**config.mk**
```make
export PLATFORM = sky130hd
export DESIGN_NAME = decode_stage
export DESIGN_NICKNAME = d
export VERILOG_FILES = /design/src/source/rv_isa_pkg.sv /design/src/source/pipe_pkg.sv /design/src/source/decode_stage.sv
export SDC_FILE = /design/constraint.sdc
export NUM_CORES = 1
export LEC_CHECK = 0
export ABC_CLOCK_PERIOD_IN_PS = 3710
export BUFFER_PORTS_ARGS = -buffer_cell sky130_fd_sc_hd__buf_2
export CELL_PAD_IN_SITES_DETAIL_PLACEMENT = 0
export CELL_PAD_IN_SITES_GLOBAL_PLACEMENT = 2
export CORE_MARGIN = 1
export CORE_UTILIZATION = 21
export CTS_CLUSTER_DIAMETER = 200
export CTS_CLUSTER_SIZE = 12
export DETAILED_ROUTE_END_ITERATION = 10
export PLACE_DENSITY_LB_ADDON = 0.1
export SLEW_MARGIN = 5
export SYNTH_ARGS = -nofsm -noshare
export SYNTH_HDL_FRONTEND = slang
export SYNTH_SLANG_ARGS = --single-unit
```
**constraint.sdc**
```tcl
create_clock -name clk -period 3.71 [get_ports clk]
set_input_delay 0.1855 -clock clk [delete_from_list [all_inputs] [get_ports clk]]
set_output_delay 0.1855 -clock clk [all_outputs]
set_load 0.02 [all_outputs]
```
**src/source/rv_isa_pkg.sv**
```systemverilog
package rv_isa_pkg;

  localparam int xlen = 32;

  typedef logic [xlen-1:0] word_t;
  typedef logic [4:0] reg_idx_t;

  // major opcodes handled by the core
  localparam logic [6:0] op_lui     = 7'b0110111;
  localparam logic [6:0] op_reg_imm = 7'b0010011;
  localparam logic [6:0] op_reg_reg = 7'b0110011;
  localparam logic [6:0] op_branch  = 7'b1100011;
  localparam logic [6:0] op_environ = 7'b1110011;

  localparam logic [6:0] f7_base   = 7'b0000000;
  localparam logic [6:0] f7_alt    = 7'b0100000;
  localparam logic [6:0] f7_muldiv = 7'b0000001;

  // alu funct3, shared by reg-imm and reg-reg
  localparam logic [2:0] f3_add  = 3'b000;
  localparam logic [2:0] f3_sll  = 3'b001;
  localparam logic [2:0] f3_slt  = 3'b010;
  localparam logic [2:0] f3_sltu = 3'b011;
  localparam logic [2:0] f3_xor  = 3'b100;
  localparam logic [2:0] f3_sr   = 3'b101;
  localparam logic [2:0] f3_or   = 3'b110;
  localparam logic [2:0] f3_and  = 3'b111;

  // multiply funct3 under f7_muldiv
  localparam logic [2:0] f3_mul    = 3'b000;
  localparam logic [2:0] f3_mulh   = 3'b001;
  localparam logic [2:0] f3_mulhsu = 3'b010;
  localparam logic [2:0] f3_mulhu  = 3'b011;

  // conditional branches
  localparam logic [2:0] f3_beq  = 3'b000;
  localparam logic [2:0] f3_bne  = 3'b001;
  localparam logic [2:0] f3_blt  = 3'b100;
  localparam logic [2:0] f3_bge  = 3'b101;
  localparam logic [2:0] f3_bltu = 3'b110;
  localparam logic [2:0] f3_bgeu = 3'b111;

  typedef struct packed {
    logic [6:0] funct7;
    reg_idx_t   rs2;
    reg_idx_t   rs1;
    logic [2:0] funct3;
    reg_idx_t   rd;
    logic [6:0] opcode;
  } r_fmt_t;

  typedef struct packed {
    logic [11:0] imm12;
    reg_idx_t    rs1;
    logic [2:0]  funct3;
    reg_idx_t    rd;
    logic [6:0]  opcode;
  } i_fmt_t;

  typedef struct packed {
    logic [6:0] imm_hi7;
    reg_idx_t   rs2;
    reg_idx_t   rs1;
    logic [2:0] funct3;
    logic [4:0] imm_lo5;
    logic [6:0] opcode;
  } b_fmt_t;

  // one instruction word, seen through the format in use
  typedef union packed {
    r_fmt_t r_fmt;
    i_fmt_t i_fmt;
    b_fmt_t b_fmt;
  } insn_u;

endpackage

```
**src/source/pipe_pkg.sv**
```systemverilog
package pipe_pkg;

  localparam int imem_words = 256;

  typedef logic [$clog2(imem_words)-1:0] imem_addr_t;

  // what occupies a slot as it reaches writeback
  typedef enum logic [2:0] {
    cs_invalid      = 3'd0,
    cs_reset        = 3'd1,
    cs_no_stall     = 3'd2,
    cs_taken_branch = 3'd4
  } cycle_status_e;

  typedef struct packed {
    rv_isa_pkg::word_t pc;
    rv_isa_pkg::insn_u insn;
    cycle_status_e     status;
    rv_isa_pkg::word_t result;
  } stage_t;

  // program load strobe, one word per cycle
  typedef struct packed {
    logic              we;
    imem_addr_t        addr;
    rv_isa_pkg::word_t data;
  } prog_wr_t;

  typedef struct packed {
    rv_isa_pkg::word_t    pc;
    rv_isa_pkg::insn_u    insn;
    cycle_status_e        status;
    logic                 rf_we;
    rv_isa_pkg::reg_idx_t rd;
    rv_isa_pkg::word_t    rd_data;
  } trace_t;

  typedef struct packed {
    logic                 we;
    rv_isa_pkg::reg_idx_t rd;
    rv_isa_pkg::word_t    data;
  } rf_wr_t;

endpackage

```
**src/source/decode_stage.sv**
```systemverilog
module decode_stage (
  input  logic                 clk,
  input  logic                 rst,
  input  pipe_pkg::stage_t     d_slot_i,
  input  logic                 redirect_i,
  input  rv_isa_pkg::word_t    rs1_data_i,
  input  rv_isa_pkg::word_t    rs2_data_i,
  output rv_isa_pkg::reg_idx_t rs1_o,
  output rv_isa_pkg::reg_idx_t rs2_o,
  output pipe_pkg::stage_t     x_slot_o,
  output rv_isa_pkg::word_t    x_rs1_o,
  output rv_isa_pkg::word_t    x_rs2_o
);

  rv_isa_pkg::r_fmt_t r;
  logic               illegal;

  assign r     = d_slot_i.insn.r_fmt;
  assign rs1_o = r.rs1;
  assign rs2_o = r.rs2;

  always_comb begin
    illegal = 1'b0;
    case (r.opcode)
      rv_isa_pkg::op_lui: begin
        illegal = 1'b0;
      end
      rv_isa_pkg::op_reg_imm: begin
        // shift immediates carry funct7 in the upper bits
        if (r.funct3 == rv_isa_pkg::f3_sll) begin
          illegal = r.funct7 != rv_isa_pkg::f7_base;
        end else if (r.funct3 == rv_isa_pkg::f3_sr) begin
          illegal = r.funct7 != rv_isa_pkg::f7_base && r.funct7 != rv_isa_pkg::f7_alt;
        end
      end
      rv_isa_pkg::op_reg_reg: begin
        if (r.funct7 == rv_isa_pkg::f7_alt) begin
          illegal = r.funct3 != rv_isa_pkg::f3_add && r.funct3 != rv_isa_pkg::f3_sr;
        end else if (r.funct7 == rv_isa_pkg::f7_muldiv) begin
          illegal = !(r.funct3 inside {rv_isa_pkg::f3_mul, rv_isa_pkg::f3_mulh,
                                       rv_isa_pkg::f3_mulhsu, rv_isa_pkg::f3_mulhu});
        end else begin
          illegal = r.funct7 != rv_isa_pkg::f7_base;
        end
      end
      rv_isa_pkg::op_branch: begin
        illegal = !(r.funct3 inside {rv_isa_pkg::f3_beq, rv_isa_pkg::f3_bne,
                                     rv_isa_pkg::f3_blt, rv_isa_pkg::f3_bge,
                                     rv_isa_pkg::f3_bltu, rv_isa_pkg::f3_bgeu});
      end
      rv_isa_pkg::op_environ: begin
        // only ecall, everything above the opcode zero
        illegal = {r.funct7, r.rs2, r.rs1, r.funct3, r.rd} != '0;
      end
      default: begin
        illegal = 1'b1;
      end
    endcase
  end

  always_ff @(posedge clk) begin
    if (rst) begin
      x_slot_o <= '{pc: '0, insn: '0, status: pipe_pkg::cs_reset, result: '0};
    end else begin
      x_slot_o.pc     <= d_slot_i.pc;
      x_slot_o.insn   <= d_slot_i.insn;
      x_slot_o.result <= '0;
      // a flush wins over the legality check
      if (redirect_i) begin
        x_slot_o.status <= pipe_pkg::cs_taken_branch;
      end else if (d_slot_i.status == pipe_pkg::cs_no_stall && illegal) begin
        x_slot_o.status <= pipe_pkg::cs_invalid;
      end else begin
        x_slot_o.status <= d_slot_i.status;
      end
    end
  end

  always_ff @(posedge clk) begin
    x_rs1_o <= rs1_data_i;
    x_rs2_o <= rs2_data_i;
  end

endmodule

```
==> reports/qor.yml <==
min_path:
  min_path_type: "primary input to register"
  worstHoldPathCells: 2
  worstHoldStart: "d_slot_i[59]"
sta:
  slew_violations: 0
  setup_viol: 0
  rsz0062_at_grt: "false"
  hold_ws_ns: 0.01351
  max_slew_margin: 0.5375
  hold_viol: 0
  fin_setup_tns_ns: 0
  layout_worst_path_cycle_share: 0.5040
  fmax_mhz: 534.8
  tightest_slew_ns: 0.6937
  fin_crit_ns: 1.870
route:
  dr.first_iter.drc_count: 57
  wirelength_mm: 11.31
  via_count: 3251
  ant_nets: 0
  drc_errors: 0
  wl_per_cell_um: 12.49
  vias_per_cell: 3.592
  firstDrtPassIters: 4
grt:
  grtUsageTotal: 0.1286
  use_met3: 0.06088
  grt_pass1_vias: 3286
  grt_overflow: 0
  grt_util_met1: 0.1240
  grt_max_degree: 67
  grt_pass1_wl_mm: 16.97
  use_met2: 0.2318
  grt.busiest_layer: "met2"
  antenna_found_initial: 0
power:
  irDropWorstVdd_mv: 0.2913
  p_per_area_mw_per_mm2: 535.4
  finalPower_w: 0.003638
  power_leakage_nw: 3.325
yosys:
  yosys.area.top_type: "dfxtp_1"
  synth_top_area_share: 0.7265
  ys.warnings.count: 0
  ys_ff_latch: 131
  syn_area_mm2: 0.003610
  ys_types: 32
  synth_cells: 281
  avgSynthCellArea_um2: 12.85
  synth_seq_area_share: 0.7265
  synthTopCellsByArea: "dfxtp_1 73%, nor2b_1 11%, buf_4 8.7%"
critical_path:
  worstSetupEndpointType: "register"
  crit_path_start_kind: "primary input"
  critPathLaunch: "d_slot_i[51]"
  cp.required_ns: 4.05
  worst_ep_arrival_time_ns: 2.21
  critPathMaxFanout: 3
  critical_path_class: "primary input to register"
clock_network:
  cts_setup_buffers: 0
  clock_sinks: 131
  cts-root-buf: "clkbuf_16"
  numCtsBuffers: 17
  cts_max_level: 4
  cts_tree: "yes"
  cts-root-to-sink-buffers: 2
  clk_pin_slew_ns: 0.06
floorplan:
  dieHeight_um: 133.1
  die_w_um: 133.1
  dieArea_mm2: 0.01772
  start_util: 0.2161
  core-area_mm2: 0.01670
  rows: 47
  pin_count: 339
layout:
  layout.nets: 838
  drive_above_1_share: 0.4540
  syn2layout_area_growth_pct: 88.22
  stdcell_area_mm2: 0.006794
  layout_common_cells: "274 x buf_2, 131 x dfxtp_1, 115 x dlygate4sd3_1"
  n_antenna_cell: 0
  stdcell_count: 905
  layout.cells.most_common: "buf_2"
placed_design:
  port_buffers: 274
  dpl.cell_count: 758
  placed_area_mm2: 0.005039
  post-dp-hpwl_mm: 7.964
  place_congestion: 0.7422
job:
  maxCapViolCount: 0
outcome:
  status: "completed"
==> per-layer routing <==
layer | part of all wire | wire length (um)
met5 | 0 | 0
met1 | 0.37 | 4204
met2 | 0.50 | 5699
met3 | 0.11 | 1230
met4 | 0.015 | 172
==> critical path, cell delays in order <==
cell,delay [ns]
dlygate4sd3_1,0.54
buf_2,0.13
or4_1,0.53
nor4_1,0.31
and3_1,0.22
o221ai_1,0.14
o21ai_1,0.16
==> per-stage QoR <==
step | worst slack [ns] | util
2_1_floorplan | 2.332 | -
3_3_place_gp | 1.987 | 0.3017
3_5_place_dp | 1.991 | 0.3017
4_1_cts | 1.880 | 0.4068
5_1_grt | 1.758 | 0.4068
6_report | 1.840 | 0.4068
==> kinds of logic after synthesis <==
family,count (synthesis),share of synthesized area
AOI/OAI and AO/OA,10,0.02010
other,1,0.001039
and+or+nand+nor,87,0.1529
buffers and inverters,51,0.09671
DFF,131,0.7265
muxes,1,0.002773
==> cell type report <==
type	instances	area (um^2)
Timing Repair Buffer	390	2530
Tap cell	220	275.3
Sequential cell	131	2623
Multi-Input combinational cell	130	754.5
Fill cell	1666	9907
Inverter	2	7.507
Clock buffer	18	439.2
Clock inverter	14	165.2
==> worst paths after layout <==
| path | end | slack [ns] |
|---|---|---|
| worst min-delay path | x_slot_o[59]$_SDFF_PP0_ | 0.01 |
| worst max-delay path | x_slot_o[33]$_SDFF_PP0_ | 1.84 |
==> registers in the layout, summed over array words and instances, names as in the netlist <==
signal / cells
x_slot_o: 67
x_rs1_o: 32
x_rs2_o: 32
==> power by group <==
| group | switching, W | leakage [nW] | internal, W | total (W) |
|---|---|---|---|---|
| Combinational | 0.000237 | 1.93 | 0.000206 | 0.000443 |
| Clock | 0.000668 | 0.291 | 0.00103 | 0.00170 |
| Sequential | 0.0000154 | 1.10 | 0.00148 | 0.00150 |
==> Yosys cell counts <==
| master | count |
|---|---|
| buf_4 | 42 |
| nand4b_1 | 1 |
| a2bb2oi_1 | 1 |
| or4b_1 | 1 |
| nand3_1 | 1 |
| o211ai_1 | 1 |
| or4_1 | 3 |
| o21ai_1 | 1 |
| a21o_1 | 1 |
| mux2i_1 | 1 |
| a21oi_1 | 3 |
| nor3b_1 | 1 |
| nand2_1 | 2 |
| nor2_1 | 5 |
| inv_1 | 2 |
| nor2b_1 | 63 |
| clkbuf_1 | 6 |
| a2111oi_2 | 1 |
| o21ai_0 | 1 |
| dfxtp_1 | 131 |
| nor4_1 | 1 |
| and3_1 | 1 |
| or4_4 | 1 |
| nor4_2 | 1 |
| buf_1 | 1 |
| and4_1 | 1 |
| o221ai_1 | 1 |
| nor3_1 | 2 |
| nand3b_1 | 1 |
| or3_1 | 1 |
| nor2b_2 | 1 |
| conb_1 | 1 |
==> timing repair <==
item,in CTS,in global routing
hold buffers,115,0
gates resized for setup,0,0
endpoints found under the hold margin,114,0
(Power assumes the default switching activity.)
