==> src/source/rv_isa_pkg.sv <==
package rv_isa_pkg;

  localparam int xlen = 32;

  typedef logic [xlen-1:0] word_t;
  typedef logic [4:0] reg_idx_t;

  // major opcodes handled by the core
  localparam logic [6:0] op_lui     = 7'b0110111;
  localparam logic [6:0] op_reg_imm = 7'b0010011;
  localparam logic [6:0] op_reg_reg = 7'b0110011;
  localparam logic [6:0] op_branch  = 7'b1100011;
  localparam logic [6:0] op_environ = 7'b1110011;

  localparam logic [6:0] f7_base   = 7'b0000000;
  localparam logic [6:0] f7_alt    = 7'b0100000;
  localparam logic [6:0] f7_muldiv = 7'b0000001;

  // alu funct3, shared by reg-imm and reg-reg
  localparam logic [2:0] f3_add  = 3'b000;
  localparam logic [2:0] f3_sll  = 3'b001;
  localparam logic [2:0] f3_slt  = 3'b010;
  localparam logic [2:0] f3_sltu = 3'b011;
  localparam logic [2:0] f3_xor  = 3'b100;
  localparam logic [2:0] f3_sr   = 3'b101;
  localparam logic [2:0] f3_or   = 3'b110;
  localparam logic [2:0] f3_and  = 3'b111;

  // multiply funct3 under f7_muldiv
  localparam logic [2:0] f3_mul    = 3'b000;
  localparam logic [2:0] f3_mulh   = 3'b001;
  localparam logic [2:0] f3_mulhsu = 3'b010;
  localparam logic [2:0] f3_mulhu  = 3'b011;

  // conditional branches
  localparam logic [2:0] f3_beq  = 3'b000;
  localparam logic [2:0] f3_bne  = 3'b001;
  localparam logic [2:0] f3_blt  = 3'b100;
  localparam logic [2:0] f3_bge  = 3'b101;
  localparam logic [2:0] f3_bltu = 3'b110;
  localparam logic [2:0] f3_bgeu = 3'b111;

  typedef struct packed {
    logic [6:0] funct7;
    reg_idx_t   rs2;
    reg_idx_t   rs1;
    logic [2:0] funct3;
    reg_idx_t   rd;
    logic [6:0] opcode;
  } r_fmt_t;

  typedef struct packed {
    logic [11:0] imm12;
    reg_idx_t    rs1;
    logic [2:0]  funct3;
    reg_idx_t    rd;
    logic [6:0]  opcode;
  } i_fmt_t;

  typedef struct packed {
    logic [6:0] imm_hi7;
    reg_idx_t   rs2;
    reg_idx_t   rs1;
    logic [2:0] funct3;
    logic [4:0] imm_lo5;
    logic [6:0] opcode;
  } b_fmt_t;

  // one instruction word, seen through the format in use
  typedef union packed {
    r_fmt_t r_fmt;
    i_fmt_t i_fmt;
    b_fmt_t b_fmt;
  } insn_u;

endpackage

==> src/source/pipe_pkg.sv <==
package pipe_pkg;

  localparam int imem_words = 256;

  typedef logic [$clog2(imem_words)-1:0] imem_addr_t;

  // what occupies a slot as it reaches writeback
  typedef enum logic [2:0] {
    cs_invalid      = 3'd0,
    cs_reset        = 3'd1,
    cs_no_stall     = 3'd2,
    cs_taken_branch = 3'd4
  } cycle_status_e;

  typedef struct packed {
    rv_isa_pkg::word_t pc;
    rv_isa_pkg::insn_u insn;
    cycle_status_e     status;
    rv_isa_pkg::word_t result;
  } stage_t;

  // program load strobe, one word per cycle
  typedef struct packed {
    logic              we;
    imem_addr_t        addr;
    rv_isa_pkg::word_t data;
  } prog_wr_t;

  typedef struct packed {
    rv_isa_pkg::word_t    pc;
    rv_isa_pkg::insn_u    insn;
    cycle_status_e        status;
    logic                 rf_we;
    rv_isa_pkg::reg_idx_t rd;
    rv_isa_pkg::word_t    rd_data;
  } trace_t;

  typedef struct packed {
    logic                 we;
    rv_isa_pkg::reg_idx_t rd;
    rv_isa_pkg::word_t    data;
  } rf_wr_t;

endpackage

==> src/source/execute_stage.sv <==
module execute_stage (
  input  logic              clk,
  input  logic              rst,
  input  pipe_pkg::stage_t  x_slot_i,
  input  rv_isa_pkg::word_t x_rs1_i,
  input  rv_isa_pkg::word_t x_rs2_i,
  input  pipe_pkg::stage_t  w_slot_i,
  output logic              redirect_o,
  output rv_isa_pkg::word_t target_o,
  output pipe_pkg::stage_t  m_slot_o
);

  pipe_pkg::stage_t   m_slot;
  rv_isa_pkg::r_fmt_t r;
  rv_isa_pkg::i_fmt_t i;
  rv_isa_pkg::b_fmt_t b;

  rv_isa_pkg::word_t  op_a;
  rv_isa_pkg::word_t  op_b;
  rv_isa_pkg::word_t  imm_i;
  rv_isa_pkg::word_t  imm_b;
  rv_isa_pkg::word_t  rhs;
  logic [4:0]         shamt;
  rv_isa_pkg::word_t  alu_res;
  rv_isa_pkg::word_t  mul_res;
  rv_isa_pkg::word_t  result;
  logic [32:0]        mul_a;
  logic [32:0]        mul_b;
  logic signed [65:0] product;
  logic               take;

  // true when the slot will write a nonzero rd
  function automatic logic is_bypass_src(pipe_pkg::stage_t s);
    logic [6:0] opc;
    opc = s.insn.r_fmt.opcode;
    return s.status == pipe_pkg::cs_no_stall && s.insn.r_fmt.rd != '0 &&
           (opc == rv_isa_pkg::op_lui || opc == rv_isa_pkg::op_reg_imm ||
            opc == rv_isa_pkg::op_reg_reg);
  endfunction

  // youngest producer first
  function automatic rv_isa_pkg::word_t fwd(rv_isa_pkg::reg_idx_t src,
                                            rv_isa_pkg::word_t reg_val,
                                            pipe_pkg::stage_t m, pipe_pkg::stage_t w);
    if (is_bypass_src(m) && m.insn.r_fmt.rd == src) begin
      return m.result;
    end else if (is_bypass_src(w) && w.insn.r_fmt.rd == src) begin
      return w.result;
    end
    return reg_val;
  endfunction

  assign r = x_slot_i.insn.r_fmt;
  assign i = x_slot_i.insn.i_fmt;
  assign b = x_slot_i.insn.b_fmt;

  assign op_a = fwd(r.rs1, x_rs1_i, m_slot, w_slot_i);
  assign op_b = fwd(r.rs2, x_rs2_i, m_slot, w_slot_i);

  assign imm_i = {{20{i.imm12[11]}}, i.imm12};
  assign imm_b = {{20{b.imm_hi7[6]}}, b.imm_lo5[0], b.imm_hi7[5:0], b.imm_lo5[4:1], 1'b0};

  assign rhs   = (r.opcode == rv_isa_pkg::op_reg_reg) ? op_b : imm_i;
  assign shamt = rhs[4:0];

  always_comb begin
    case (r.funct3)
      rv_isa_pkg::f3_add: begin
        if (r.opcode == rv_isa_pkg::op_reg_reg && r.funct7 == rv_isa_pkg::f7_alt) begin
          alu_res = op_a - rhs;
        end else begin
          alu_res = op_a + rhs;
        end
      end
      rv_isa_pkg::f3_sll:  alu_res = op_a << shamt;
      rv_isa_pkg::f3_slt:  alu_res = {31'b0, $signed(op_a) < $signed(rhs)};
      rv_isa_pkg::f3_sltu: alu_res = {31'b0, op_a < rhs};
      rv_isa_pkg::f3_xor:  alu_res = op_a ^ rhs;
      rv_isa_pkg::f3_sr: begin
        // srai has the alt funct7 in its immediate too
        if (r.funct7 == rv_isa_pkg::f7_alt) begin
          alu_res = rv_isa_pkg::word_t'($signed(op_a) >>> shamt);
        end else begin
          alu_res = op_a >> shamt;
        end
      end
      rv_isa_pkg::f3_or:   alu_res = op_a | rhs;
      default:             alu_res = op_a & rhs;
    endcase
  end

  // one 33x33 signed multiplier covers all four variants
  assign mul_a   = {(r.funct3 == rv_isa_pkg::f3_mulh || r.funct3 == rv_isa_pkg::f3_mulhsu)
                    & op_a[31], op_a};
  assign mul_b   = {(r.funct3 == rv_isa_pkg::f3_mulh) & op_b[31], op_b};
  assign product = $signed(mul_a) * $signed(mul_b);
  assign mul_res = (r.funct3 == rv_isa_pkg::f3_mul) ? product[31:0] : product[63:32];

  always_comb begin
    case (r.opcode)
      rv_isa_pkg::op_lui:     result = {i.imm12, i.rs1, i.funct3, 12'b0};
      rv_isa_pkg::op_reg_imm: result = alu_res;
      rv_isa_pkg::op_reg_reg: begin
        result = (r.funct7 == rv_isa_pkg::f7_muldiv) ? mul_res : alu_res;
      end
      default:                result = '0;
    endcase
  end

  always_comb begin
    case (b.funct3)
      rv_isa_pkg::f3_beq:  take = op_a == op_b;
      rv_isa_pkg::f3_bne:  take = op_a != op_b;
      rv_isa_pkg::f3_blt:  take = $signed(op_a) < $signed(op_b);
      rv_isa_pkg::f3_bge:  take = $signed(op_a) >= $signed(op_b);
      rv_isa_pkg::f3_bltu: take = op_a < op_b;
      rv_isa_pkg::f3_bgeu: take = op_a >= op_b;
      default:             take = 1'b0;
    endcase
  end

  assign redirect_o = x_slot_i.status == pipe_pkg::cs_no_stall &&
                      b.opcode == rv_isa_pkg::op_branch && take;
  assign target_o   = x_slot_i.pc + imm_b;

  always_ff @(posedge clk) begin
    if (rst) begin
      m_slot <= '{pc: '0, insn: '0, status: pipe_pkg::cs_reset, result: '0};
    end else begin
      m_slot.pc     <= x_slot_i.pc;
      m_slot.insn   <= x_slot_i.insn;
      m_slot.status <= x_slot_i.status;
      m_slot.result <= result;
    end
  end

  assign m_slot_o = m_slot;

endmodule

==> config.mk <==
export PLATFORM = sky130hd
export DESIGN_NAME = execute_stage
export DESIGN_NICKNAME = d
export VERILOG_FILES = /design/src/source/rv_isa_pkg.sv /design/src/source/pipe_pkg.sv /design/src/source/execute_stage.sv
export SDC_FILE = /design/constraint.sdc
export NUM_CORES = 2
export LEC_CHECK = 0
export ABC_AREA = 1
export BUFFER_PORTS_ARGS = -buffer_cell sky130_fd_sc_hd__buf_2
export CAP_MARGIN = 0
export CORE_MARGIN = 3
export CORE_UTILIZATION = 31
export DETAILED_ROUTE_END_ITERATION = 7
export SLEW_MARGIN = 20
export SYNTH_ARGS = -nofsm -noshare
export SYNTH_HDL_FRONTEND = slang
export SYNTH_SLANG_ARGS = --single-unit
==> constraint.sdc <==
create_clock -name clk -period 9.8 [get_ports clk]
set_clock_uncertainty 0.1 [all_clocks]
set_input_delay 0 -clock clk [delete_from_list [all_inputs] [get_ports clk]]
set_output_delay 0 -clock clk [all_outputs]
set_load 0.01 [all_outputs]
==> results.cfg <==
[floorplanning]
coreArea_um2 = 174000
fp.dieW_um = 425
io_pins = 396
fp.dieH_um = 425
start_util_pct = 31.3
die_area_um2 = 181000
num_rows = 153

[grt]
grtUsageTotal_pct = 29.8
grt_pass1_vias = 57400
grt_max_degree = 78
grt_pass1_wl_um = 392000
grt_antenna_before_repair = 12
gr-total-overflow = 0

[critical_path]
critical_path_class = reg2reg
crit_top_cell = fa_1
worstSetupStartpoint = m_slot_o[46]$_SDFF_PP0_
cp_top_family = adder cells
crit_fanout = 9
r2r_start = m_slot_o[46]$_SDFF_PP0_
cp.required_ns = 9.97
r2r-end = m_slot_o[27]$_SDFF_PP0_
cpMaxStageDelayCell = fa_1
critical-path-max-stage-delay_ns = 0.61
crit_cells = 39
crit_end = m_slot_o[27]$_SDFF_PP0_
worstPathArrival_ns = 9.83
start_kind = flip-flop
r2r_cells = 39
critPathBufInv = 7
end_kind = flip-flop
ff2ff_setup_slack_ns = 0.14

[sta]
period_share_pct = 98.6
tightest_slew_ns = 1.18
fmax_mhz = 103
period_needed_ns = 9.66
maxSlewViolCount = 0
slew-limit-headroom_pct = 21.1
hold_ws_ns = 0.0469
rsz0062_at_grt = yes
final_hold_viol_count = 0
setup_viol = 0

[detailed_routing]
vias = 55500
wl_per_cell_um = 25.5
viasPerCell = 5.19
routed_wl_um = 273000
drt_iter0_drc = 5544
antenna_left = 0
drcViolationCount = 0
first_pass_iters = 6

[synthesis]
synth_area_leaders = fa_1 (41%), inv_1 (11%), nand2_1 (11%), ha_1 (9.2%), nor2_1 (5.2%)
synth_nets = 9232
synth_edf_count = 0
synthFlopType = dfxtp_1
yosysSeqAreaShare_pct = 3.64
syn_area_per_cell_um2 = 7.33
synth_common_cells = inv_1 (1663), nand2_1 (1610), fa_1 (1128), nor2_1 (758), ha_1 (401)
yosysUniqueCellTypes = 61
synth_top_cell_by_area = fa_1
synth_top_area_share_pct = 41.4
synth.most_common_cell = inv_1
syn_inst = 7439
syn_area_um2 = 54500
synth_seq_cells = 99
synthArstFlopShare_pct = 0
yosysWarnings = 0

[layout]
nets = 10200
drive_gt1_share_pct = 18.4
largest_reg_flops = 99
area_growth_pct = 24.3

[clock_network]
cts.reportedPaths.clkPinSlew_ns = 0.10
cts_buffer_depth = 2
cts_tree = yes
clockRootBuffer = clkbuf_16
clock-sinks = 99
htree_levels = 3
cts_inserted_buffers = 9
clk_latency_ns = 0.41

[outcome]
status = complete, no violations

[job]
cap_violations = 0

[min_path]
hold_class = in2reg

[place]
hpwl_um = 234000
io_buffers = 311
gp_congestion = 1.08
==> kinds of logic (layout without fill, tap and decap cells) <==
logic type,Yosys count,count (layout),synth area share (%)
xor gates and xnor gates,78,78,1.25
and+or+nand+nor,2767,2767,20.3
muxes,4,4,0.0735
DFF,99,99,3.64
adders and majority gates,1529,1529,50.6
AOI/OAI and AO/OA,935,935,9.80
other,0,8,0
buffers and inverters,2027,2957,14.3
==> tightest hold or removal path, cell delays in order <==
cell and delay [ns]:
buf_2 0.19, inv_1 0.11, buf_4 0.13, nor2_1 0.04
==> layout make-up <==
cell class	instances	area (um2)
Fill cell	18200	107000
Multi-Input combinational cell	5313	46100
Timing Repair Buffer	1243	10100
Inverter	1698	6400
Tap cell	2325	2910
Sequential cell	99	1990
Clock buffer	9	225
Clock inverter	7	70.1
Antenna cell	8	20.0
==> cells in the final DEF, fill, tap and decap left out, types with 28 or more instances in the layout <==
cell           netlist  layout
nor3_1              39      35
xnor2_1             34      34
xor2_1              44      43
nand3_1            254     238
buf_4               16     740
inv_1             1663    1633
nand2_1           1610    1591
o21ai_2             11      39
inv_2               17      44
nor2_1             758     717
o211ai_1            64      64
buf_12               0      93
a31oi_1             32      28
nor2_2               6      37
buf_2               28     310
a21oi_2              0      31
a21oi_1            320     285
buf_6                9      29
fa_1              1128    1105
dfxtp_1             99      94
o21ai_0            302     241
dlygate4sd3_1        0      63
ha_1               401     374
o21ai_1             75      87
==> through the flow <==
step / instance area, um2 / utilization (%) / cells / TNS, ns / setup slack (ns)
detailed placement: 65200 / 37.4 / 10600 / -3.16 / -0.422
global placement: 65200 / 37.4 / 10600 / -3.01 / -0.544
global route: 67700 / 38.8 / 10700 / -0.763 / -0.117
floorplan: 54500 / - / 7439 / 0 / 0.724
finish: 67800 / 38.9 / 10700 / 0 / 0.135
CTS: 66300 / 38.0 / 10700 / 0 / 0.000706
==> worst min-delay path by stage <==
stage | start | endpoint | cells past startpoint
after floorplan | x_slot_i[67] | target_o[0] | 1
after global placement | x_slot_i[32] | m_slot_o[32]$_SDFF_PP1_ | 2
after detailed placement | x_slot_i[32] | m_slot_o[32]$_SDFF_PP1_ | 2
after CTS | x_slot_i[58] | m_slot_o[58]$_SDFF_PP0_ | 4
after global routing | x_slot_i[58] | m_slot_o[58]$_SDFF_PP0_ | 4
final | x_slot_i[58] | m_slot_o[58]$_SDFF_PP0_ | 4
==> per-layer routing <==
layer / GRT usage [%] / vias to the layer above / part of all wire, %
met4: 17.3 / 4 / 7.2
met5: 0 / - / 0.011
met1: 38.6 / 27900 / 40
li1: - / 24200 / -
met3: 4.85 / 633 / 8.3
met2: 47.2 / 2803 / 45
==> repair_timing <==
| action | in CTS | in global routing |
|---|---|---|
| resized for setup | 56 | 315 |
| endpoints found under the hold margin | 64 | 0 |
| setup buffers | 1 | 27 |
| pin swaps | 6 | 94 |
| endpoints found under the setup margin | 19 | 30 |
| cloned | 0 | 3 |
| hold buffers | 63 | 0 |
Power is left out: the tool's default activity adds up to more than one toggle a clock period on the data nets, which glitch-free logic cannot reach.
