**src/source/rv_isa_pkg.sv**
```systemverilog
package rv_isa_pkg;

  localparam int xlen = 32;

  typedef logic [xlen-1:0] word_t;
  typedef logic [4:0] reg_idx_t;

  // major opcodes handled by the core
  localparam logic [6:0] op_lui     = 7'b0110111;
  localparam logic [6:0] op_reg_imm = 7'b0010011;
  localparam logic [6:0] op_reg_reg = 7'b0110011;
  localparam logic [6:0] op_branch  = 7'b1100011;
  localparam logic [6:0] op_environ = 7'b1110011;

  localparam logic [6:0] f7_base   = 7'b0000000;
  localparam logic [6:0] f7_alt    = 7'b0100000;
  localparam logic [6:0] f7_muldiv = 7'b0000001;

  // alu funct3, shared by reg-imm and reg-reg
  localparam logic [2:0] f3_add  = 3'b000;
  localparam logic [2:0] f3_sll  = 3'b001;
  localparam logic [2:0] f3_slt  = 3'b010;
  localparam logic [2:0] f3_sltu = 3'b011;
  localparam logic [2:0] f3_xor  = 3'b100;
  localparam logic [2:0] f3_sr   = 3'b101;
  localparam logic [2:0] f3_or   = 3'b110;
  localparam logic [2:0] f3_and  = 3'b111;

  // multiply funct3 under f7_muldiv
  localparam logic [2:0] f3_mul    = 3'b000;
  localparam logic [2:0] f3_mulh   = 3'b001;
  localparam logic [2:0] f3_mulhsu = 3'b010;
  localparam logic [2:0] f3_mulhu  = 3'b011;

  // conditional branches
  localparam logic [2:0] f3_beq  = 3'b000;
  localparam logic [2:0] f3_bne  = 3'b001;
  localparam logic [2:0] f3_blt  = 3'b100;
  localparam logic [2:0] f3_bge  = 3'b101;
  localparam logic [2:0] f3_bltu = 3'b110;
  localparam logic [2:0] f3_bgeu = 3'b111;

  typedef struct packed {
    logic [6:0] funct7;
    reg_idx_t   rs2;
    reg_idx_t   rs1;
    logic [2:0] funct3;
    reg_idx_t   rd;
    logic [6:0] opcode;
  } r_fmt_t;

  typedef struct packed {
    logic [11:0] imm12;
    reg_idx_t    rs1;
    logic [2:0]  funct3;
    reg_idx_t    rd;
    logic [6:0]  opcode;
  } i_fmt_t;

  typedef struct packed {
    logic [6:0] imm_hi7;
    reg_idx_t   rs2;
    reg_idx_t   rs1;
    logic [2:0] funct3;
    logic [4:0] imm_lo5;
    logic [6:0] opcode;
  } b_fmt_t;

  // one instruction word, seen through the format in use
  typedef union packed {
    r_fmt_t r_fmt;
    i_fmt_t i_fmt;
    b_fmt_t b_fmt;
  } insn_u;

endpackage

```
**src/source/pipe_pkg.sv**
```systemverilog
package pipe_pkg;

  localparam int imem_words = 256;

  typedef logic [$clog2(imem_words)-1:0] imem_addr_t;

  // what occupies a slot as it reaches writeback
  typedef enum logic [2:0] {
    cs_invalid      = 3'd0,
    cs_reset        = 3'd1,
    cs_no_stall     = 3'd2,
    cs_taken_branch = 3'd4
  } cycle_status_e;

  typedef struct packed {
    rv_isa_pkg::word_t pc;
    rv_isa_pkg::insn_u insn;
    cycle_status_e     status;
    rv_isa_pkg::word_t result;
  } stage_t;

  // program load strobe, one word per cycle
  typedef struct packed {
    logic              we;
    imem_addr_t        addr;
    rv_isa_pkg::word_t data;
  } prog_wr_t;

  typedef struct packed {
    rv_isa_pkg::word_t    pc;
    rv_isa_pkg::insn_u    insn;
    cycle_status_e        status;
    logic                 rf_we;
    rv_isa_pkg::reg_idx_t rd;
    rv_isa_pkg::word_t    rd_data;
  } trace_t;

  typedef struct packed {
    logic                 we;
    rv_isa_pkg::reg_idx_t rd;
    rv_isa_pkg::word_t    data;
  } rf_wr_t;

endpackage

```
**src/source/retire_stage.sv**
```systemverilog
module retire_stage (
  input  logic             clk,
  input  logic             rst,
  input  pipe_pkg::stage_t m_slot_i,
  output pipe_pkg::stage_t w_slot_o,
  output pipe_pkg::rf_wr_t rf_wr_o,
  output logic             halt_o,
  output pipe_pkg::trace_t trace_o
);

  logic       flushed;
  logic       no_stall;
  logic [6:0] opc;

  assign flushed = m_slot_i.status == pipe_pkg::cs_taken_branch;

  always_ff @(posedge clk) begin
    if (rst) begin
      w_slot_o <= '{pc: '0, insn: '0, status: pipe_pkg::cs_reset, result: '0};
    end else begin
      // flushed slots retire with pc and insn cleared
      w_slot_o.pc     <= flushed ? '0 : m_slot_i.pc;
      w_slot_o.insn   <= flushed ? '0 : m_slot_i.insn;
      w_slot_o.status <= m_slot_i.status;
      w_slot_o.result <= m_slot_i.result;
    end
  end

  assign no_stall = w_slot_o.status == pipe_pkg::cs_no_stall;
  assign opc      = w_slot_o.insn.r_fmt.opcode;

  // decode has already checked the ecall encoding
  always_ff @(posedge clk) begin
    if (rst) begin
      halt_o <= 1'b0;
    end else if (no_stall && opc == rv_isa_pkg::op_environ) begin
      halt_o <= 1'b1;
    end
  end

  assign rf_wr_o.we   = no_stall && !halt_o && w_slot_o.insn.r_fmt.rd != '0 &&
                        (opc == rv_isa_pkg::op_lui || opc == rv_isa_pkg::op_reg_imm ||
                         opc == rv_isa_pkg::op_reg_reg);
  assign rf_wr_o.rd   = w_slot_o.insn.r_fmt.rd;
  assign rf_wr_o.data = w_slot_o.result;

  always_comb begin
    trace_o.pc      = w_slot_o.pc;
    trace_o.insn    = w_slot_o.insn;
    trace_o.status  = w_slot_o.status;
    trace_o.rf_we   = rf_wr_o.we;
    trace_o.rd      = rf_wr_o.rd;
    trace_o.rd_data = rf_wr_o.data;
  end

endmodule

```
**config.mk**
```make
export PLATFORM = sky130hd
export DESIGN_NAME = retire_stage
export DESIGN_NICKNAME = d
export VERILOG_FILES = /design/src/source/rv_isa_pkg.sv /design/src/source/pipe_pkg.sv /design/src/source/retire_stage.sv
export SDC_FILE = /design/constraint.sdc
export NUM_CORES = 1
export LEC_CHECK = 0
export BUFFER_PORTS_ARGS = -buffer_cell sky130_fd_sc_hd__buf_2
export CAP_MARGIN = 25
export CORE_AREA = 8 8 127 129
export DETAILED_ROUTE_END_ITERATION = 8
export DIE_AREA = 0 0 135 137
export PLACE_DENSITY = 0.67
export SLEW_MARGIN = 20
export SYNTH_ARGS = -nofsm -noshare
export SYNTH_HDL_FRONTEND = slang
export SYNTH_SLANG_ARGS = --single-unit
```
**constraint.sdc**
```tcl
create_clock -name clk -period 1.5 [get_ports clk]
set_input_delay 0.225 -clock clk [delete_from_list [all_inputs] [get_ports clk]]
set_output_delay 0.225 -clock clk [all_outputs]
set_load 0.1 [all_outputs]
```
==> impl_metrics.prom <==
# TYPE chip_impl_metric gauge
chip_impl_info{name="outcome",value="finished with violations"} 1
chip_impl_info{name="failed_checks",value="negative setup slack"} 1
chip_impl_metric{name="grt_pass1_vias",unit=""} 3007
chip_impl_metric{name="setup-violations-final",unit=""} 2
chip_impl_metric{name="synth.yosys.seq_area_share",unit="%"} 51.27
chip_impl_metric{name="core_area",unit="um2"} 14200
chip_impl_metric{name="initial_utilization",unit="%"} 27.49
chip_impl_metric{name="postLayoutCellArea",unit="um2"} 5321
chip_impl_metric{name="ioPinCount",unit=""} 344
chip_impl_metric{name="fp.dieH",unit="um"} 137
chip_impl_metric{name="cts_made_buffers",unit=""} 9
chip_impl_metric{name="worst-endpoint-required",unit="ns"} 1.27
chip_impl_info{name="commonest_cells_after_routing_fill_and_taps_aside",value="338 x sky130_fd_sc_hd__buf_2, 97 x sky130_fd_sc_hd__dfxtp_2, 51 x sky130_fd_sc_hd__and2_2"} 1
chip_impl_metric{name="total_standard_cell_area_after_synthesis",unit="um2"} 3905
chip_impl_metric{name="antenna_cells",unit=""} 0
chip_impl_metric{name="detail-route-antenna-nets",unit=""} 0
chip_impl_metric{name="worst_slack",unit="ns"} -0.5571
chip_impl_metric{name="clock_path_buffers",unit=""} 2
chip_impl_metric{name="grt_first_pass_wirelength",unit="um"} 16430
chip_impl_metric{name="fp-row-count",unit=""} 44
chip_impl_metric{name="post_synth_inst_count",unit=""} 364
chip_impl_metric{name="drt-vias-per-instance",unit=""} 3.709
chip_impl_metric{name="yosys.cell_types.count",unit=""} 21
chip_impl_metric{name="postLayoutCoreUtil",unit="%"} 37.46
chip_impl_metric{name="worst_relative_slew_slack",unit="%"} 65.55
chip_impl_metric{name="grt.overflow.total",unit=""} 0
chip_impl_metric{name="drt_pass1_iterations",unit=""} 4
chip_impl_info{name="mostFrequentLayoutCell",value="sky130_fd_sc_hd__buf_2"} 1
chip_impl_metric{name="synth_seq_cells",unit=""} 100
chip_impl_metric{name="gr_util_met1",unit="%"} 12.09
chip_impl_info{name="min_path_type",value="input pin to register"} 1
chip_impl_metric{name="place_ws",unit="ns"} -0.3847
chip_impl_metric{name="syn2layout_area_growth",unit="%"} 36.27
chip_impl_metric{name="groute.usage.overall",unit="%"} 11.75
chip_impl_metric{name="max_freq",unit="GHz"} 0.4861
chip_impl_metric{name="power-per-cell-area",unit="nW/um2"} 1587
chip_impl_info{name="tritoncts",value="yes"} 1
chip_impl_metric{name="dpl_cell_area",unit="um2"} 5004
chip_impl_metric{name="worstRegToRegCells",unit=""} 5
chip_impl_metric{name="worst-endpoint-arrival",unit="ns"} 1.83
chip_impl_metric{name="floorplan.die.width",unit="um"} 135
chip_impl_metric{name="yosys.area.top_type_share",unit="%"} 51.27
chip_impl_metric{name="vias",unit=""} 2841
chip_impl_metric{name="pin_count_of_the_biggest_net_entering_global_routing",unit=""} 65
chip_impl_metric{name="synth_warnings",unit=""} 0
chip_impl_metric{name="io_buffers",unit=""} 343
chip_impl_info{name="rsz0062_at_grt",value="yes"} 1
chip_impl_metric{name="globalRouteMet3Util",unit="%"} 4.295
chip_impl_metric{name="clk_latency",unit="ns"} 0.34
chip_impl_info{name="synth_top_area_cell",value="sky130_fd_sc_hd__dfxtp_1"} 1
chip_impl_metric{name="drc",unit=""} 0
chip_impl_metric{name="final_period_minus_worst_setup_slack",unit="ns"} 2.057
chip_impl_metric{name="synth_area_per_cell",unit="um2"} 10.73
chip_impl_metric{name="finish.net_count",unit=""} 678
chip_impl_metric{name="cts-htree-levels",unit=""} 3
chip_impl_metric{name="finalClockSkew",unit="ns"} 0.004287
chip_impl_metric{name="antenna_found_initial",unit=""} 0
chip_impl_metric{name="drt_iter0_drc",unit=""} 64
chip_impl_metric{name="met2_layer_usage_reported_by_global_route",unit="%"} 20.87
chip_impl_metric{name="drive_above_1_share",unit="%"} 90.72
chip_impl_metric{name="fin_crit_sh",unit="%"} 137.1
chip_impl_metric{name="hold_fails_final_rpt",unit=""} 0
chip_impl_metric{name="cap_violations",unit=""} 0
chip_impl_metric{name="routed_wire_length_per_instance",unit="um"} 15.33
chip_impl_metric{name="reg_area",unit="um2"} 2131
chip_impl_info{name="layer_with_the_highest_usage_after_global_routing",value="met2"} 1
chip_impl_metric{name="mappedNetlistNets",unit=""} 465
chip_impl_metric{name="dieArea",unit="um2"} 18500
chip_impl_metric{name="timing.critical_path.fanout_max",unit=""} 2
chip_impl_metric{name="detailedPlacementHpwl",unit="um"} 9843
chip_impl_metric{name="cellLeakagePower",unit="uW"} 0.002971
chip_impl_info{name="synthTopCellsByArea",value="sky130_fd_sc_hd__dfxtp_1 51%, sky130_fd_sc_hd__buf_4 27%, sky130_fd_sc_hd__and2_2 9.8%"} 1
chip_impl_metric{name="number_of_clock_sinks",unit=""} 100
chip_impl_metric{name="irDropWorstVdd",unit="mV"} 0.4925
chip_impl_metric{name="cts.reportedPaths.clkPinSlew",unit="ns"} 0.07
chip_impl_metric{name="multi_input_comb_area",unit="um2"} 803.3
chip_impl_metric{name="min_path_cells",unit=""} 2
chip_impl_info{name="ctsRootBufferMaster",value="sky130_fd_sc_hd__clkbuf_16"} 1
chip_impl_metric{name="gp_congestion",unit=""} 0.7146
chip_impl_metric{name="r2r_setup_slack",unit="ns"} 0.14
chip_impl_info{name="endpoint_kind",value="output port"} 1
chip_impl_metric{name="drt-total-wl",unit="um"} 11740
chip_impl_metric{name="timing_worst_slew_pin_value",unit="ns"} 0.5203
chip_impl_metric{name="final_max_slew_viol_count",unit=""} 0
chip_impl_info{name="critPathKind",value="register to output port"} 1
chip_impl_info{name="startpoint_type",value="register"} 1
chip_impl_metric{name="num-fill-cells",unit=""} 1451
## metal layers
layer,up-vias,wire [um]
li1,1388,-
met1,1257,4113
met3,10,1296
met2,186,6143
met4,0,188
met5,-,0
## worst paths after layout
path	start	end
max	trace_o[44]$_SDFF_PP0_	trace_o[37]
min	m_slot_i[92]	trace_o[98]$_SDFF_PP0_
max reg2reg	trace_o[44]$_SDFF_PP0_	halt_o$_SDFFE_PP0P_
min reg2reg	halt_o$_SDFFE_PP0P_	halt_o$_SDFFE_PP0P_
## sequential cells by signal (all words and copies together), names as in the netlist
signal / flops
rf_wr_o: 37
trace_o: 62
halt_o: 1
## critical path, cell delays in order, from the launching register on
cell	delay, ns
sky130_fd_sc_hd__dfxtp_2	0.34
sky130_fd_sc_hd__nor4bb_4	0.29
sky130_fd_sc_hd__buf_4	0.15
sky130_fd_sc_hd__nand4b_1	0.20
sky130_fd_sc_hd__nor3_4	0.29
sky130_fd_sc_hd__buf_12	0.22
## report_power, final
part | switching, uW | internal, uW
logic | 2850 | 440
clock network | 1040 | 1200
registers | 91.2 | 2830
total | 3980 | 4470
## metrics by stage
| step | TNS, ns | instances | power [uW] | hold WS [ns] |
|---|---|---|---|---|
| finish | -1.111 | 766 | 8446 | 0.07600 |
| global route | -1.374 | 766 | 8771 | 0.05466 |
| CTS | -1.248 | 766 | 8567 | 0.05480 |
| detailed placement | -0.7657 | 749 | 6294 | 0.4283 |
| global placement | -0.7321 | 749 | 6283 | 0.4244 |
| floorplan | -1.452 | 364 | 6031 | 0.3315 |
## final cells by class
type,instances,share of cell area (%)
Inverter,2,0.1411
Timing Repair Buffer,354,34.99
Sequential cell,100,40.04
Clock inverter,5,0.8465
Tap cell,184,4.326
Clock buffer,11,4.561
Multi-Input combinational cell,110,15.10
## what timing repair did
action,CTS,global route
endpoints found under the hold margin,0,0
hold buffers,0,0
resized for setup,3,2
pin swaps,0,0
endpoints found under the setup margin,2,4
setup buffers,1,0
cloned,0,0
## kinds of logic after synthesis
logic type	count (synthesis)	synth area share, %
buffers and inverters	154	28.84
and+or+nand+nor	107	19.13
DFF	100	51.27
AOI/OAI and AO/OA	3	0.7690
## synthesized netlist by cell type
| cell | count |
|---|---|
| sky130_fd_sc_hd__buf_4 | 142 |
| sky130_fd_sc_hd__dfxtp_1 | 100 |
| sky130_fd_sc_hd__and2_2 | 51 |
| sky130_fd_sc_hd__nor2b_1 | 27 |
| sky130_fd_sc_hd__and2_1 | 13 |
| sky130_fd_sc_hd__clkbuf_2 | 6 |
| sky130_fd_sc_hd__and2b_2 | 5 |
| sky130_fd_sc_hd__clkbuf_1 | 3 |
| sky130_fd_sc_hd__nor2_1 | 3 |
| sky130_fd_sc_hd__and2b_1 | 2 |
| sky130_fd_sc_hd__inv_1 | 2 |
| sky130_fd_sc_hd__a21oi_4 | 1 |
| sky130_fd_sc_hd__buf_6 | 1 |
| sky130_fd_sc_hd__nand4_1 | 1 |
| sky130_fd_sc_hd__nand4b_1 | 1 |
| sky130_fd_sc_hd__nor3_1 | 1 |
| sky130_fd_sc_hd__nor4bb_1 | 1 |
| sky130_fd_sc_hd__o21ai_0 | 1 |
| sky130_fd_sc_hd__o2bb2ai_1 | 1 |
| sky130_fd_sc_hd__or2_2 | 1 |
| sky130_fd_sc_hd__or4_1 | 1 |
No activity file was read; power rests on OpenSTA's default activity.
